### src/include/cache_consts.svh
`ifndef CACHE_CONSTS_SVH
`define CACHE_CONSTS_SVH

// Datapath widths
`define CACHE_ADDR_W         32
`define CACHE_DATA_W         32

// Cache organisation
`define CACHE_NUM_BANKS      4
`define CACHE_NUM_WAYS       4
`define CACHE_SETS_PER_BANK  64

// Merger entries, also the credit limit of the router
`define CACHE_FIFO_DEPTH     4

// Address split
// bank in addr[3:2], set in addr[9:4], tag from addr[31:10] and addr[1:0]
`define CACHE_BANK_W         2
`define CACHE_BANK_LSB       2
`define CACHE_SET_LSB        4
`define CACHE_TAG_LSB        10
`define CACHE_TAG_W          24

`endif
### src/hdl/cache_pkg.sv
`include "cache_consts.svh"

package cache_pkg;

    typedef logic [`CACHE_BANK_W-1:0] bank_id_t;    // Bank select from the address
    typedef logic [`CACHE_TAG_W-1:0]  tag_t;        // High address bits plus the two low bits

    // Access size, only three byte-enable codes are legal
    typedef enum logic [1:0] {
        BYTE,
        HALF,
        WORD,
        BAD
    } be_size_e;

    // One data word, seen whole or as byte lanes
    typedef union packed {
        logic [`CACHE_DATA_W-1:0]        word;
        logic [`CACHE_DATA_W/8-1:0][7:0] lane;      // lane[0] is the low byte
    } cache_word_u;

    function automatic be_size_e decode_be(input logic [3:0] be);
        case (be)
            4'b0001: return BYTE;
            4'b0011: return HALF;
            4'b1111: return WORD;
            default: return BAD;                    // Any other pattern is rejected
        endcase
    endfunction

endpackage

### src/hdl/cache_resp_merge.sv
`timescale 1ns/1ps
`include "cache_consts.svh"

module cache_resp_merge
    import cache_pkg::*;
(
    input  logic                                            clk,
    input  logic                                            reset_i,
    input  logic [`CACHE_NUM_BANKS-1:0]                     bank_valid_i,   // At most one high
    input  logic [`CACHE_NUM_BANKS-1:0]                     bank_hit_i,
    input  logic [`CACHE_NUM_BANKS-1:0]                     bank_err_i,
    input  logic [`CACHE_NUM_BANKS-1:0][`CACHE_DATA_W-1:0]  bank_rdata_i,
    input  logic                                            dispatch_i,     // Request sent to a bank
    input  logic                                            resp_ready_i,
    output logic                                            resp_valid_o,
    output logic                                            resp_hit_o,
    output logic                                            resp_err_o,
    output logic [`CACHE_DATA_W-1:0]                        resp_rdata_o,
    output logic                                            credit_ok_o
);

    localparam int DEPTH = `CACHE_FIFO_DEPTH;
    localparam int PTR_W = $clog2(DEPTH);
    localparam int CNT_W = PTR_W + 1;

    bank_id_t                 sel;
    logic                     push;
    logic                     pop;
    logic [PTR_W-1:0]         wr_ptr;
    logic [PTR_W-1:0]         rd_ptr;
    logic [CNT_W-1:0]         count;        // Entries held in the FIFO
    logic [CNT_W-1:0]         inflight;     // Dispatched, bank response not yet stored
    logic                     fifo_hit  [DEPTH];
    logic                     fifo_err  [DEPTH];
    logic [`CACHE_DATA_W-1:0] fifo_data [DEPTH];

    // Pick the one responding bank
    always_comb begin
        sel = '0;
        for (int b = 0; b < `CACHE_NUM_BANKS; b++) begin
            if (bank_valid_i[b]) begin
                sel = bank_id_t'(b);
            end
        end
    end

    assign push = |bank_valid_i;
    assign pop  = resp_valid_o && resp_ready_i;

    // Head of the FIFO drives the response port directly
    assign resp_valid_o = (count != '0);
    assign resp_hit_o   = fifo_hit[rd_ptr];
    assign resp_err_o   = fifo_err[rd_ptr];
    assign resp_rdata_o = fifo_data[rd_ptr];

    // Stored plus in-flight may not exceed the FIFO, so a push always finds room
    assign credit_ok_o = ({1'b0, count} + {1'b0, inflight}) < (CNT_W + 1)'(DEPTH);

    always_ff @(posedge clk) begin
        if (push) begin
            fifo_hit[wr_ptr]  <= bank_hit_i[sel];
            fifo_err[wr_ptr]  <= bank_err_i[sel];
            fifo_data[wr_ptr] <= bank_rdata_i[sel];
        end
    end

    always_ff @(posedge clk) begin
        if (reset_i) begin
            wr_ptr   <= '0;
            rd_ptr   <= '0;
            count    <= '0;
            inflight <= '0;
        end else begin
            if (push) begin
                wr_ptr <= wr_ptr + 1'b1;    // Wraps at the depth
            end
            if (pop) begin
                rd_ptr <= rd_ptr + 1'b1;
            end
            count    <= count + CNT_W'(push) - CNT_W'(pop);
            inflight <= inflight + CNT_W'(dispatch_i) - CNT_W'(push);
        end
    end

endmodule

### config.mk
export PLATFORM = sky130hd
export DESIGN_NAME = cache_resp_merge
export DESIGN_NICKNAME = d
export VERILOG_FILES = /design/src/hdl/cache_pkg.sv /design/src/hdl/cache_resp_merge.sv
export VERILOG_INCLUDE_DIRS = /design/src /design/src/include
export SDC_FILE = /design/constraint.sdc
export NUM_CORES = 1
export LEC_CHECK = 0
export BUFFER_PORTS_ARGS = -buffer_cell sky130_fd_sc_hd__buf_2
export CELL_PAD_IN_SITES_DETAIL_PLACEMENT = 0
export CELL_PAD_IN_SITES_GLOBAL_PLACEMENT = 1
export CORE_AREA = 2 2 97 170
export DETAILED_ROUTE_END_ITERATION = 10
export DIE_AREA = 0 0 99 172
export GPL_TIMING_DRIVEN = 1
export PLACE_DENSITY = 0.89
export REMOVE_ABC_BUFFERS = 1
export SYNTH_ARGS = -nofsm -noshare
export SYNTH_HDL_FRONTEND = slang
export SYNTH_SLANG_ARGS = --single-unit
### constraint.sdc
create_clock -name clk -period 2.61 [get_ports clk]
set_input_delay 0.1305 -clock clk [delete_from_list [all_inputs] [get_ports clk]]
set_output_delay 0.1305 -clock clk [all_outputs]
set_load 0.005 [all_outputs]
==> impl_metrics.csv <==
group,metric,value,unit
sta,period_minus_slack,2070,ps
global_route,grt_first_pass_wirelength,20700,um
sta,finClkSkew,8.63,ps
critical_path,crit_path_end,"resp_rdata_o[19]",
power,p_clk_share,35.3,%
drt,wl_per_cell,17.7,um
power,total_power,7.02,mW
yosys,ys_ff_latch,148,
critical_path,required,2480,ps
critical_path,arrival,1940,ps
critical_path,cp_slowest_cell,"dfxtp_2",
floorplanning,start_util,42.4,%
global_route,antenna_found_initial,0,
critical_path,r2r-end,"count[2]",
drt,num_vias,3952,
yosys,synthArstFlopShare,0,%
critical_path,crit_type,"flip-flop to primary output",
outcome,status,"finished clean",
floorplanning,core_area,15600,sq um
yosys,synthDistinctLibCells,27,
global_route,gr-usage-all-layers,16.3,%
clock_network,cts_tree,"done",
clock_network,worstSkewPairLatency,410,ps
power,p_sw,1.72,mW
global_route,grt_max_degree,69,
sta,finalMaxSlewViolations,0,
power,p_sw_share,24.5,%
place,place.gp.congestion,0.757,
critical_path,critical-path-max-stage-delay,630,ps
yosys,synth_edf_count,136,
place,hpwl,9440,um
sta,fin_setup_tns,0,ps
drt,drtAntennaViolNets,0,
sta,timing_hold_violations_final,0,
yosys,synth_most_common_cell,"edfxtp_1",
critical_path,crit_fanout,19,
finish,n_fill_cell,1277,
floorplanning,die_w,99,um
power,p_int,5.30,mW
yosys,syn_inst,393,
yosys,synth.top_cell.area_share,61.5,%
finish,drive_above_1_share,49.4,%
sta,slew_headroom,38.7,%
yosys,synthTopCellsByCount,"136 x edfxtp_1, 35 x mux2i_1",
drt,viasPerCell,5.11,
sta,setup_viol,0,
finish,antennaDiodeCount,0,
critical_path,cp-end-kind,"primary output",
power,ir_drop,0.000498,V
sta,worst_pin_slew,919,ps
clock_network,cts_setup_buffers,0,
critical_path,rr_startpoint,"count[2]",
drt,first_pass_iters,5,
floorplanning,pin_count,180,
critical_path,crit_chain,"buf_4, mux4_2, buf_2",
drt,drt_iter0_drc,209,
clock_network,root_buffer,"clkbuf_16",
clock_network,hold_buffers,0,
yosys,syn_area,6640,sq um
drt,route.detailed.drc,0,
clock_network,cts_buffer_depth,2,
yosys,synth_area_leaders,"edfxtp_1 62%, mux4_2 12%, mux2_2 5.8%",
yosys,seq_area_frac_synth,65.1,%
power,p_leak,3.25,nW
clock_network,clk_pin_slew_worst_paths,60,ps
floorplanning,fp-row-count,61,
critical_path,r2r_cells,8,
clock_network,h-tree-depth,4,
run,maxCapViolations,0,
critical_path,critPathLaunchType,"flip-flop",
clock_network,numCtsBuffers,17,
drt,drt_wl_total,13700,um
yosys,synth_top_cell_by_area,"edfxtp_1",
floorplanning,die-area,17000,sq um
sta,period_share,79.2,%
place,portBuffers,179,
clock_network,clock_sinks,148,
worst_hold_path,hold_path_class,"input pin to flip-flop",
critical_path,rrSetupSlack,550,ps
finish,syn_to_final_growth,25.2,%
yosys,avgSynthCellArea,16.9,sq um
power,p_seq_share,43.1,%
floorplanning,dieHeight,172,um
finish,nets,727,
power,p_comb_share,21.6,%
yosys,synthFlopType,"edfxtp_1",
power,powerDensity,844,nW/um^2
sta,max_freq,0.484,GHz
yosys,yosys_warnings,0,
global_route,grt_overflow,0,
sta,rsz0062_at_grt,"no",
clock_network,cts_resized,0,
global_route,grt_pass1_vias,4034,
worst_hold_path,min_path_cells,2,
registers in the layout, summed over array words and instances (netlist names), named ones only:
register   count
fifo_hit       4
fifo_data    128
wr_ptr         2
inflight       3
count          3
rd_ptr         2
fifo_err       4
cells by family after synthesis:
logic type | count (synthesis) | synth area share (%)
adders and majority gates | 11 | 2.30
buffers and inverters | 33 | 2.34
xor gates and xnor gates | 8 | 1.06
AOI/OAI and AO/OA | 36 | 2.83
muxes | 103 | 22.6
DFF | 148 | 65.1
and+or+nand+nor | 54 | 3.77
placed cells by master (no fill, tap or decap), drive strengths merged:
cell type	count
and2b	4
and3	1
buf	185
bufinv	4
clkbuf	18
clkinv	8
clkinvlp	1
dfxtp	12
edfxtp	136
fa	2
ha	9
inv	9
mux2	34
mux2i	35
mux4	34
nand2	34
nor2	9
nor2b	3
nor4	2
o21ai	34
o311ai	1
o31a	1
or3	1
xnor2	6
xor2	2
through the flow:
| stage | utilization (%) | instance area, sq um | std cells | hold WS [ps] | worst slack (ps) |
|---|---|---|---|---|---|
| 2_1_floorplan | - | 6510 | 368 | 197 | 294 |
| 3_3_place_gp | 49.2 | 7700 | 742 | 433 | 586 |
| 3_5_place_dp | 49.2 | 7700 | 742 | 452 | 508 |
| 4_1_cts | 53.1 | 8310 | 774 | 11.6 | 488 |
| 5_1_grt | 53.1 | 8310 | 774 | 28.4 | 456 |
| 6_report | 53.1 | 8310 | 774 | 29.4 | 542 |
routing by layer:
metal,up-vias,GRT usage (%),routed length [um]
li1,1881,-,-
met1,1941,17.2,4850
met2,108,30.9,8030
met3,22,3.88,517
met4,0,6.08,331
met5,-,0,0
cell type report:
cell class,instances,area (sq um),share of cell area (%)
clock buffer,18,429,5.16
clock inverter,14,185,2.23
inverter,8,30.0,0.361
multi-input combinational,212,2160,26.0
sequential,148,4330,52.0
tap,189,236,2.84
timing repair buffer,185,941,11.3
worst min path at each step:
stage | start | endpoint
floorplan | reset_i | inflight[1]
detailed placement | reset_i | inflight[1]
CTS | reset_i | inflight[1]
global route | reset_i | count[2]
global placement | reset_i | inflight[1]
finish | reset_i | wr_ptr[1]
power groups by stage:
stage / logic, mW / registers, mW / clock network, mW
floorplan: 0.833 / 3.13 / 0
global route: 1.67 / 3.05 / 2.62
global placement: 1.52 / 3.05 / 0
CTS: 1.55 / 3.03 / 2.51
finish: 1.51 / 3.02 / 2.48
detailed placement: 1.55 / 3.08 / 0
critical path, delay by kind of cell (launching register included):
kind / cells / cell delay, ps
buf+inv: 2 / 500
flops: 1 / 630
mux: 1 / 380
(Power assumes the default switching activity.)
